`src/include/preview_consts.svh`:
```
`ifndef PREVIEW_CONSTS_SVH
`define PREVIEW_CONSTS_SVH

// raw sensor frame
`define RAW_WIDTH           16
`define RAW_HEIGHT          12

// region of interest sent to the host
`define CROP_WIDTH          8
`define CROP_HEIGHT         6

// width of a row or column index
`define POS_BITS            16

// corner used until the host moves it
`define DEFAULT_COL_CORNER  ((`RAW_WIDTH - `CROP_WIDTH) / 2)
`define DEFAULT_ROW_CORNER  ((`RAW_HEIGHT - `CROP_HEIGHT) / 2)

// "BIVFRAME", most significant byte goes out first
`define MAGIC_NUM           64'h42_49_56_46_52_41_4D_45
`define MAGIC_BYTES         8

`define FIFO_DEPTH          64

// host commands are 2 address bytes then 4 data bytes
`define CMD_BYTES           6
`define ADDR_COL_CORNER     16'h0000
`define ADDR_ROW_CORNER     16'h0001

`endif

```
`src/hw/cmd_pkg.sv`:
```
`include "preview_consts.svh"

package cmd_pkg;

    // addr sits in the upper bits so a big-endian shift
    // of the incoming bytes lines up with the fields
    typedef struct packed {
        logic [15:0] addr;
        logic [31:0] data;
    } host_cmd_t;

    // top left corner of the crop window
    typedef struct packed {
        logic [`POS_BITS-1:0] col;
        logic [`POS_BITS-1:0] row;
    } roi_corner_t;

endpackage

```
`src/hw/stream_pkg.sv`:
```
`include "preview_consts.svh"

package stream_pkg;

    typedef logic [7:0] pixel_t;

    // one pixel on the stream, sof marks the first of a frame
    typedef struct packed {
        pixel_t data;
        logic   sof;
    } pixel_beat_t;

    typedef struct packed {
        logic [`POS_BITS-1:0] col;
        logic [`POS_BITS-1:0] row;
    } pixel_pos_t;

    // pixel tagged with where it sits in the raw frame
    typedef struct packed {
        pixel_beat_t beat;
        pixel_pos_t  pos;
    } placed_beat_t;

endpackage

```
`src/hw/crop_window.sv`:
```
`timescale 1ns/10ps
`include "preview_consts.svh"

module crop_window (
    input  logic                      core_clk,
    input  logic                      sys_reset,
    input  stream_pkg::placed_beat_t  placed_i,
    input  logic                      placed_valid_i,
    input  cmd_pkg::roi_corner_t      corner_i,
    output logic                      push_o,
    output stream_pkg::pixel_beat_t   beat_o
);
    import stream_pkg::*;
    import cmd_pkg::*;

    localparam int POS_W = `POS_BITS;

    roi_corner_t frame_corner;
    roi_corner_t active_corner;
    logic        sof_in;
    logic        frame_seen;
    logic        in_col;
    logic        in_row;
    logic        at_corner;

    assign sof_in = placed_valid_i && placed_i.beat.sof;

    // the sof pixel already uses the corner it latches
    assign active_corner = sof_in ? corner_i : frame_corner;

    assign in_col = (placed_i.pos.col >= active_corner.col) &&
                    (placed_i.pos.col < active_corner.col + POS_W'(`CROP_WIDTH));
    assign in_row = (placed_i.pos.row >= active_corner.row) &&
                    (placed_i.pos.row < active_corner.row + POS_W'(`CROP_HEIGHT));
    assign at_corner = (placed_i.pos.col == active_corner.col) &&
                       (placed_i.pos.row == active_corner.row);

    always_ff @(posedge core_clk) begin
        if (sys_reset) begin
            frame_corner.col <= POS_W'(`DEFAULT_COL_CORNER);
            frame_corner.row <= POS_W'(`DEFAULT_ROW_CORNER);
            frame_seen       <= 1'b0;
            push_o           <= 1'b0;
        end else begin
            if (sof_in) begin
                frame_corner <= corner_i;
                frame_seen   <= 1'b1;
            end
            // nothing is kept until the first real frame starts
            push_o <= placed_valid_i && (frame_seen || sof_in) && in_col && in_row;
        end
    end

    always_ff @(posedge core_clk) begin
        beat_o.data <= placed_i.beat.data;
        beat_o.sof  <= at_corner;
    end

endmodule

```
`src/hw/frame_position_counter.sv`:
```
`timescale 1ns/10ps
`include "preview_consts.svh"

module frame_position_counter (
    input  logic                       core_clk,
    input  logic                       sys_reset,
    input  stream_pkg::pixel_beat_t    pixel_i,
    input  logic                       pixel_valid_i,
    output stream_pkg::placed_beat_t   placed_o,
    output logic                       placed_valid_o
);
    import stream_pkg::*;

    localparam int POS_W = `POS_BITS;

    // position the next valid pixel will take
    pixel_pos_t next_pos;
    pixel_pos_t cur_pos;
    pixel_pos_t adv_pos;

    always_comb begin
        // sof restarts the raster at the origin
        cur_pos = pixel_i.sof ? '0 : next_pos;
        adv_pos = cur_pos;
        if (cur_pos.col == POS_W'(`RAW_WIDTH - 1)) begin
            adv_pos.col = '0;
            if (cur_pos.row == POS_W'(`RAW_HEIGHT - 1)) begin
                adv_pos.row = '0;
            end else begin
                adv_pos.row = cur_pos.row + 1'b1;
            end
        end else begin
            adv_pos.col = cur_pos.col + 1'b1;
        end
    end

    always_ff @(posedge core_clk) begin
        if (sys_reset) begin
            next_pos       <= '0;
            placed_valid_o <= 1'b0;
        end else begin
            placed_valid_o <= pixel_valid_i;
            if (pixel_valid_i) begin
                next_pos <= adv_pos;
            end
        end
    end

    always_ff @(posedge core_clk) begin
        if (pixel_valid_i) begin
            placed_o.beat <= pixel_i;
            placed_o.pos  <= cur_pos;
        end
    end

endmodule

```
`src/hw/frame_serializer.sv`:
```
`timescale 1ns/10ps
`include "preview_consts.svh"

module frame_serializer (
    input  logic                     core_clk,
    input  logic                     sys_reset,
    input  stream_pkg::pixel_beat_t  head_i,
    input  logic                     not_empty_i,
    output logic                     pop_o,
    input  logic                     stall_i,
    output logic [7:0]               out_byte_o,
    output logic                     out_valid_o
);
    import stream_pkg::*;

    localparam int PIX_TOTAL   = `CROP_WIDTH * `CROP_HEIGHT;
    localparam int CNT_W       = $clog2(PIX_TOTAL);
    localparam int MAGIC_IDX_W = $clog2(`MAGIC_BYTES);

    localparam logic [`MAGIC_BYTES-1:0][7:0] MAGIC = `MAGIC_NUM;

    typedef enum logic [1:0] {
        ST_IDLE,
        ST_HEADER,
        ST_PIXELS
    } ser_state_t;

    ser_state_t             state;
    logic [CNT_W-1:0]       byte_cnt;
    logic [MAGIC_IDX_W-1:0] magic_idx;
    logic                   hdr_fire;
    logic                   pix_fire;

    // msb byte of the magic number goes first
    assign magic_idx = MAGIC_IDX_W'(`MAGIC_BYTES - 1) - byte_cnt[MAGIC_IDX_W-1:0];

    assign hdr_fire = (state == ST_HEADER) && !stall_i;
    assign pix_fire = (state == ST_PIXELS) && !stall_i && not_empty_i;

    // stale pixels ahead of a frame start are thrown away
    assign pop_o = pix_fire ||
                   ((state == ST_IDLE) && not_empty_i && !head_i.sof);

    ////////////////////////////////////////////////////////////
    // state machine

    always_ff @(posedge core_clk) begin
        if (sys_reset) begin
            state       <= ST_IDLE;
            byte_cnt    <= '0;
            out_valid_o <= 1'b0;
        end else begin
            out_valid_o <= hdr_fire || pix_fire;
            case (state)
                ST_IDLE: begin
                    byte_cnt <= '0;
                    if (not_empty_i && head_i.sof) begin
                        state <= ST_HEADER;
                    end
                end
                ST_HEADER: begin
                    if (hdr_fire) begin
                        if (byte_cnt == CNT_W'(`MAGIC_BYTES - 1)) begin
                            byte_cnt <= '0;
                            state    <= ST_PIXELS;
                        end else begin
                            byte_cnt <= byte_cnt + 1'b1;
                        end
                    end
                end
                ST_PIXELS: begin
                    if (pix_fire) begin
                        if (byte_cnt == CNT_W'(PIX_TOTAL - 1)) begin
                            byte_cnt <= '0;
                            state    <= ST_IDLE;
                        end else begin
                            byte_cnt <= byte_cnt + 1'b1;
                        end
                    end
                end
                default: state <= ST_IDLE;
            endcase
        end
    end

    always_ff @(posedge core_clk) begin
        if (hdr_fire) begin
            out_byte_o <= MAGIC[magic_idx];
        end else if (pix_fire) begin
            out_byte_o <= head_i.data;
        end
    end

endmodule

```
`src/hw/host_command_port.sv`:
```
`timescale 1ns/10ps
`include "preview_consts.svh"

module host_command_port (
    input  logic                  core_clk,
    input  logic                  sys_reset,
    input  logic [7:0]            cmd_byte_i,
    input  logic                  cmd_byte_valid_i,
    output cmd_pkg::roi_corner_t  corner_o
);
    import cmd_pkg::*;

    localparam int POS_W = `POS_BITS;
    localparam int CNT_W = $clog2(`CMD_BYTES);

    ////////////////////////////////////////////////////////////
    // byte assembly

    host_cmd_t        cmd_sr;
    host_cmd_t        next_cmd;
    logic [CNT_W-1:0] byte_cnt;
    logic             last_byte;

    // first byte in ends up in the top of addr
    assign next_cmd  = {cmd_sr[$bits(host_cmd_t)-9:0], cmd_byte_i};
    assign last_byte = cmd_byte_valid_i && (byte_cnt == CNT_W'(`CMD_BYTES - 1));

    always_ff @(posedge core_clk) begin
        if (cmd_byte_valid_i) begin
            cmd_sr <= next_cmd;
        end
    end

    always_ff @(posedge core_clk) begin
        if (sys_reset) begin
            byte_cnt <= '0;
        end else if (cmd_byte_valid_i) begin
            byte_cnt <= last_byte ? '0 : byte_cnt + 1'b1;
        end
    end

    ////////////////////////////////////////////////////////////
    // corner registers

    logic col_ok;
    logic row_ok;

    // a corner that would push the window off the frame is refused
    assign col_ok = next_cmd.data <= 32'(`RAW_WIDTH - `CROP_WIDTH);
    assign row_ok = next_cmd.data <= 32'(`RAW_HEIGHT - `CROP_HEIGHT);

    always_ff @(posedge core_clk) begin
        if (sys_reset) begin
            corner_o.col <= POS_W'(`DEFAULT_COL_CORNER);
            corner_o.row <= POS_W'(`DEFAULT_ROW_CORNER);
        end else if (last_byte) begin
            if (next_cmd.addr == `ADDR_COL_CORNER && col_ok) begin
                corner_o.col <= next_cmd.data[POS_W-1:0];
            end
            if (next_cmd.addr == `ADDR_ROW_CORNER && row_ok) begin
                corner_o.row <= next_cmd.data[POS_W-1:0];
            end
        end
    end

endmodule

```
`src/hw/pixel_fifo.sv`:
```
`timescale 1ns/10ps
`include "preview_consts.svh"

module pixel_fifo (
    input  logic                     core_clk,
    input  logic                     sys_reset,
    input  logic                     push_i,
    input  stream_pkg::pixel_beat_t  beat_i,
    input  logic                     pop_i,
    output stream_pkg::pixel_beat_t  head_o,
    output logic                     not_empty_o,
    output logic                     overflow_o
);
    import stream_pkg::*;

    localparam int DEPTH = `FIFO_DEPTH;
    localparam int PTR_W = $clog2(DEPTH);

    pixel_beat_t      mem [DEPTH];
    logic [PTR_W-1:0] wr_ptr;
    logic [PTR_W-1:0] rd_ptr;
    logic [PTR_W:0]   count;
    logic             full;
    logic             do_push;
    logic             do_pop;

    assign full        = count == (PTR_W + 1)'(DEPTH);
    assign not_empty_o = count != '0;
    assign do_push     = push_i && !full;
    assign do_pop      = pop_i && not_empty_o;

    // fall-through read, head is valid whenever not empty
    assign head_o = mem[rd_ptr];

    always_ff @(posedge core_clk) begin
        if (do_push) begin
            mem[wr_ptr] <= beat_i;
        end
    end

    always_ff @(posedge core_clk) begin
        if (sys_reset) begin
            wr_ptr     <= '0;
            rd_ptr     <= '0;
            count      <= '0;
            overflow_o <= 1'b0;
        end else begin
            if (do_push) begin
                wr_ptr <= wr_ptr + 1'b1;
            end
            if (do_pop) begin
                rd_ptr <= rd_ptr + 1'b1;
            end
            case ({do_push, do_pop})
                2'b10:   count <= count + 1'b1;
                2'b01:   count <= count - 1'b1;
                default: count <= count;
            endcase
            // sticky until reset, dropped pixels break the frame
            if (push_i && full) begin
                overflow_o <= 1'b1;
            end
        end
    end

endmodule

```
`src/hw/preview_top.sv`:
```
`timescale 1ns/10ps

module preview_top (
    input  logic                     core_clk,
    input  logic                     sys_reset,

    // camera pixel stream
    input  stream_pkg::pixel_beat_t  pixel_i,
    input  logic                     pixel_valid_i,

    // host command bytes
    input  logic [7:0]               cmd_byte_i,
    input  logic                     cmd_byte_valid_i,

    // host byte link
    output logic [7:0]               out_byte_o,
    output logic                     out_valid_o,
    input  logic                     stall_i,

    output logic                     overflow_o
);
    import stream_pkg::*;
    import cmd_pkg::*;

    ////////////////////////////////////////////////////////////
    // input side

    placed_beat_t placed;
    logic         placed_valid;
    roi_corner_t  corner;

    frame_position_counter u_position (
        .core_clk       (core_clk),
        .sys_reset      (sys_reset),
        .pixel_i        (pixel_i),
        .pixel_valid_i  (pixel_valid_i),
        .placed_o       (placed),
        .placed_valid_o (placed_valid)
    );

    host_command_port u_cmd_port (
        .core_clk         (core_clk),
        .sys_reset        (sys_reset),
        .cmd_byte_i       (cmd_byte_i),
        .cmd_byte_valid_i (cmd_byte_valid_i),
        .corner_o         (corner)
    );

    ////////////////////////////////////////////////////////////
    // crop, buffer and serialize

    logic        push;
    pixel_beat_t cropped;
    pixel_beat_t head;
    logic        not_empty;
    logic        pop;

    crop_window u_crop (
        .core_clk       (core_clk),
        .sys_reset      (sys_reset),
        .placed_i       (placed),
        .placed_valid_i (placed_valid),
        .corner_i       (corner),
        .push_o         (push),
        .beat_o         (cropped)
    );

    pixel_fifo u_fifo (
        .core_clk    (core_clk),
        .sys_reset   (sys_reset),
        .push_i      (push),
        .beat_i      (cropped),
        .pop_i       (pop),
        .head_o      (head),
        .not_empty_o (not_empty),
        .overflow_o  (overflow_o)
    );

    frame_serializer u_serializer (
        .core_clk    (core_clk),
        .sys_reset   (sys_reset),
        .head_i      (head),
        .not_empty_i (not_empty),
        .pop_o       (pop),
        .stall_i     (stall_i),
        .out_byte_o  (out_byte_o),
        .out_valid_o (out_valid_o)
    );

endmodule

```
`config.mk`:
```
export PLATFORM = sky130hd
export DESIGN_NAME = preview_top
export DESIGN_NICKNAME = d
export VERILOG_FILES = /design/src/hw/cmd_pkg.sv /design/src/hw/stream_pkg.sv /design/src/hw/crop_window.sv /design/src/hw/frame_position_counter.sv /design/src/hw/frame_serializer.sv /design/src/hw/host_command_port.sv /design/src/hw/pixel_fifo.sv /design/src/hw/preview_top.sv
export VERILOG_INCLUDE_DIRS = /design/src /design/src/include
export SDC_FILE = /design/constraint.sdc
export NUM_CORES = 1
export LEC_CHECK = 0
export ABC_CLOCK_PERIOD_IN_PS = 5100
export BUFFER_PORTS_ARGS = -buffer_cell sky130_fd_sc_hd__clkbuf_2
export CAP_MARGIN = 10
export CORE_MARGIN = 5
export CORE_UTILIZATION = 45
export DETAILED_ROUTE_END_ITERATION = 12
export PLACE_DENSITY = 0.61
export SYNTH_ARGS = -nofsm -noshare
export SYNTH_HDL_FRONTEND = slang
export SYNTH_HIERARCHICAL = 1
export SYNTH_SLANG_ARGS = --single-unit
```
`constraint.sdc`:
```
create_clock -name core_clk -period 5.1 [get_ports core_clk]
set_input_delay 1.275 -clock core_clk [delete_from_list [all_inputs] [get_ports core_clk]]
set_output_delay 1.275 -clock core_clk [all_outputs]
set_load 0.01 [all_outputs]
```
# Word level (Yosys, flattened, before mapping)
# Memory sizes are Yosys's and may differ from the RTL's. A register that Yosys moved wholly into a read port is not among the register bits.
# Index checks and enable logic that the tools add are counted.
[word_totals]
ram_bits = 576
out_inout_bits = 10
memories = 2
reg_bits = 229
mem_bits_ro = 64
word_cells = 124
[mem_list]
columns = ["name", "depth", "width", "rd", "rd_ports_with_merged_regs", "wr", "line", "text"]
rows = [
  ["u_fifo.mem", 64, 9, 1, 1, 1, "pixel_fifo.sv:19", "pixel_beat_t mem [DEPTH];"],
  ["(name not given)", 8, 8, 1, 0, 0, "frame_serializer.sv:88", "out_byte_o <= MAGIC[magic_idx];"],
]
[op_classes]
magnitude_cmp = 7
n_eq_ne = 18
mux = 25
n_reduce_logical = 35
addsub = 11
[ops]
columns = ["operator", "count"]
rows = [
  ["two-way mux 32 bit", 2],
  ["two-way mux 16 bit", 3],
  ["two-way mux 6 bit", 6],
  ["adder 16 x 1 -> 16 bit (second input constant)", 2],
  ["equality test 16 bit", 2],
  ["equality test 16 x 4 -> 1 bit (second input constant)", 2],
  [">= comparator 16 bit", 2],
  ["less-or-equal comparator 32 x 3 -> 1 bit (second input constant)", 1],
  ["less-or-equal comparator 32 x 4 -> 1 bit (second input constant)", 1],
  ["less-than comparator 16 bit", 2],
  ["two-way mux 8 bit", 3],
  ["logical AND 1 bit", 19],
  ["adder 6 x 1 -> 6 bit (second input constant)", 3],
  ["case mux 6 bit (3 select lines)", 1],
  ["adder 16 x 3 -> 16 bit (second input constant)", 1],
  ["adder 16 x 4 -> 16 bit (second input constant)", 1],
  ["equality test 16 x 1 -> 1 bit (second input constant)", 1],
  ["zero test 16 bit", 1],
  ["case mux 7 bit (2 select lines)", 1],
  ["two-way mux 2 bit", 5],
  ["adder 7 x 1 -> 7 bit (second input constant)", 1],
  ["equality test 7 bit (second input constant)", 1],
  ["nonzero test 7 bit", 1],
  ["subtractor 7 x 1 -> 7 bit (second input constant)", 1],
  ["21 further kinds", 33],
]

# Longest topological paths before layout
[depth]
depth_word = 7
depth_mapped = 22

# Modules after synthesis
# The synthesis kept the hierarchy.
[by_module_without_submodules]
columns = ["module", "n_inst", "cells_each", "area_each_um2", "seq_area_each_um2"]
rows = [
  ["pixel_fifo", 1, 1177, 23613.9, 17817.1],
  ["frame_position_counter", 1, 324, 3300.7, 1891.8],
  ["crop_window", 1, 355, 3185.6, 860.8],
  ["host_command_port", 1, 176, 2504.9, 1901.8],
  ["frame_serializer", 1, 103, 1014.7, 420.4],
]

# Least setup slack after synthesis
# No wires, ideal clock.
[synth_timing]
kind = "register to register"
startpoint = "register (tool-made name)"
endpoint = "register u_fifo.count[4]"
t_required_ns = 5.029
path_stages_with_launch = 22
t_arrival_ns = 3.809
setup_slack_ns = 1.221
path_cell_list = "dfxtp_1 buf_6 buf_6 buf_6 mux4_2 nor3_1 a211oi_1 a22oi_1 nand2_1 o22ai_1 and2_1 o41a_1 buf_6 ha_1 buf_2 xor2_1 ha_1 a21oi_1 a31o_2 a22oi_1 or3_1 a21oi_1"
[synth_rtl]
columns = ["element", "line", "text"]
rows = [
  ["end signal: assignment", "pixel_fifo.sv:55", "2'b10: count <= count + 1'b1;"],
  ["end signal: assignment", "pixel_fifo.sv:56", "2'b01: count <= count - 1'b1;"],
  ["end signal: assignment", "pixel_fifo.sv:57", "default: count <= count;"],
  ["end: declaration", "pixel_fifo.sv:22", "logic [PTR_W:0] count;"],
]

==> results_dict.tcl <==
set metrics [dict create \
    outcome "complete, no violations" \
    die_h_um 283.3 \
    yosys_warnings 6 \
    tightest_slew_ns 1.292 \
    path_class "reg2reg" \
    path_cells "mux4_2, mux2i_1, a211oi_1, a22oi_1, nand2_1, o22ai_1, and2_1, o41a_1, ha_2, xor2_1, ha_1, a21oi_1, a31o_2, a22oi_1, or3_1, a21oi_1" \
    synth_flop_cell "edfxtp_1" \
    skew_ns 0.03897 \
    max_slew_margin_pct 13.52 \
    dpl_cell_area_mm2 0.03475 \
    die-area_mm2 0.08028 \
    ys_seq_area_share_pct 68.09 \
    avgSynthCellArea_um2 15.75 \
    area_growth_syn_to_layout_pct 11.97 \
    period_share_pct 94.59 \
    design_area_mm2 0.03764 \
    maxCapViolations 0 \
    arrival_ns 5.35 \
    p_leak_nw 12.07 \
    power_density_mw_per_mm2 370.4 \
    cp.required_ns 5.63 \
    cts.sinks 811 \
    numCtsBuffers 84 \
    port_buffers 31 \
    first_iter_violations 1842 \
    hold_class "reg2reg" \
    first_pass_iters 6 \
    drc 0 \
    synth_area_mm2 0.03362 \
    cts_tree "yes" \
    max_freq_mhz 207.3 \
    drt-wirelength-per-cell_um 24.22 \
    rows 100 \
    setup_viol 0 \
    synthCells 2135 \
    worst_setup_path_end_kind "flop" \
    clkSlewWorstSetupHoldPaths_ns 0.06 \
    synth_edf_count 665 \
    cts_root_buffer "clkbuf_16" \
    fin_tns_setup_ns 0 \
    grt_pass1_vias 19070 \
    htree_num_levels 3 \
    core-area_mm2 0.07432 \
    grt_use_total_pct 19.17 \
    path_max_fanout 47 \
    cts.path.max_buffers 3 \
    route.final.wire_length_um 78200 \
    vias 19000 \
    pin_count 32 \
    hpwl_um 51150 \
    hold_violations 0 \
    die_w_um 283.3 \
    start_util_pct 45.24 \
    grt_pass1_wl_um 118800 \
    slowest_stage "dfxtp_4" \
    grt_start_max_net_pins 65 \
    ys_types 85 \
    async_flop_share_pct 0 \
    antenna_left 0 \
    drive_above_1_share_pct 17.44 \
    regToRegSetupSlack_ns 0.28 \
    fin_crit_ns 4.824 \
    cpPeakStageDelay_ns 0.82 \
    routabilityCongestion 0.8677 \
    worstSkewPairLatency_ns 0.63 \
    synth_nets 2231 \
    ys_seq_elements 811 \
    antenna_found_initial 2 \
    drv_slew 0 \
    grt-ovfl-total 0 \
    rsz0062_at_grt "false" \
    cp-start-kind "flop" \
    via_per_inst 5.884 \
    fillers 6223 \
    ir_drop_mv 0.2974 \
    finalNetCount 2285 \
]
## per-stage QoR
stage / power, mW / hold slack, ns / instances / utilization, % / setup WS (ns)
finish: 13.94 / 0.3419 / 3229 / 50.65 / 0.2761
global route: 14.41 / 0.3462 / 3228 / 50.64 / 0.08471
CTS: 14.07 / 0.3346 / 3227 / 50.61 / 0.1409
detailed placement: 7.799 / 0.3299 / 3071 / 46.76 / 0.1509
global placement: 7.785 / 0.3246 / 3071 / 46.76 / 0.2685
floorplan: 7.624 / 0.3233 / 2135 / - / 1.221
## where the power goes
part / leakage (nW) / switching (mW) / internal [mW] / total [mW]
clock: 1.41 / 2.52 / 3.76 / 6.28
sequential: 7.23 / 0.0486 / 7.25 / 7.30
combinational: 3.43 / 0.265 / 0.0976 / 0.362
total: 12.1 / 2.83 / 11.1 / 13.9
## state kept, by name, summed over array words and instances (netlist names), 7 cells and up, named ones only
signal                   count
u_cmd_port/corner_o         32
u_crop/beat_o                9
u_position/next_pos         32
u_crop/frame_corner         32
u_position/placed_o         41
u_serializer/out_byte_o      8
u_cmd_port/cmd_sr           40
u_fifo/count                 7
u_fifo/mem                 576
## critical path, delay by kind of cell (launching register included)
kind / cells / cell delay, ns
xor gates and xnor gates: 1 / 0.11
DFF: 1 / 0.82
AOI/OAI and AO/OA: 8 / 1.90
muxes: 2 / 0.57
and+or+nand+nor: 3 / 0.66
adders and majority gates: 2 / 0.64
## final cells by class
type / count / area, um2 / area share, %
flip-flops and latches: 811 / 22920 / 60.88
multi-input cells: 1175 / 10010 / 26.60
clock buffers: 106 / 2298 / 6.106
well taps: 969 / 1212 / 3.221
clock inverters: 50 / 564.3 / 1.499
repair buffers: 69 / 455.4 / 1.210
inverters: 48 / 180.2 / 0.4786
diodes: 1 / 2.502 / 0.006648
## path summary, 6_finish.rpt
kind                                     start                            to  cells past startpoint
max                                       flop  u_fifo/count[4]$_SDFFE_PP0P_                     16
min          u_position/placed_o[36]$_DFFE_PP_      u_crop/beat_o[4]$_DFF_P_                      0
max reg2reg                               flop  u_fifo/count[4]$_SDFFE_PP0P_                     16
min reg2reg  u_position/placed_o[36]$_DFFE_PP_      u_crop/beat_o[4]$_DFF_P_                      0
## cell usage after synthesis, types with 11 or more instances
cell / n / area share [%]
buf_4: 12 / 0.27
o21ai_0: 47 / 0.70
nor3_1: 22 / 0.33
nand4_1: 32 / 0.60
mux4_2: 142 / 9.5
edfxtp_1: 665 / 59
mux2i_1: 66 / 2.0
clkbuf_1: 43 / 0.48
nor2_1: 209 / 2.3
dfxtp_1: 146 / 8.7
xor2_1: 26 / 0.68
xnor2_1: 14 / 0.36
buf_2: 25 / 0.37
and3_1: 13 / 0.24
nor2b_1: 47 / 0.87
ha_1: 74 / 2.8
nand3_1: 51 / 0.76
nand2b_1: 22 / 0.41
or3_1: 11 / 0.20
and2_1: 20 / 0.37
a211oi_1: 16 / 0.36
nand2_1: 85 / 0.95
nor4_1: 25 / 0.47
inv_1: 47 / 0.52
a21oi_1: 55 / 0.82
a22oi_1: 36 / 0.80
## layer usage
layer  global-route usage [%]  vias up  wire (um)
li1                         -     8458          -
met1                    26.87     9736      33280
met2                    30.92      676      37420
met3                    3.625      128       5548
met4                    5.595        0       1954
met5                        0        -          0
## layout by cell type, fill, tap and decap left out, types with 36 or more instances in the layout
| cell | netlist | layout |
|---|---|---|
| edfxtp_1 | 665 | 665 |
| nor2_1 | 209 | 209 |
| mux4_2 | 142 | 142 |
| dfxtp_1 | 146 | 133 |
| clkbuf_16 | 0 | 87 |
| nand2_1 | 85 | 85 |
| ha_1 | 74 | 73 |
| mux2i_1 | 66 | 66 |
| a21oi_1 | 55 | 55 |
| nand3_1 | 51 | 51 |
| inv_1 | 47 | 47 |
| nor2b_1 | 47 | 47 |
| o21ai_0 | 47 | 47 |
| buf_4 | 12 | 38 |
| a22oi_1 | 36 | 36 |
## cells by family after synthesis
family / count (synthesis) / synth area share [%]
xor+xnor: 40 / 1.042
simple gates: 599 / 9.304
flops: 811 / 68.09
fa+ha+maj: 75 / 2.784
mux: 212 / 11.63
buf+inv: 149 / 2.132
compound gates: 249 / 5.021
## timing repair
action                                  4_1_cts  5_1_grt
resized for setup                             0        1
endpoints found under the setup margin        0        3
setup buffers                                 0        1
hold buffers                                  0        0
(Power assumes the default switching activity.)
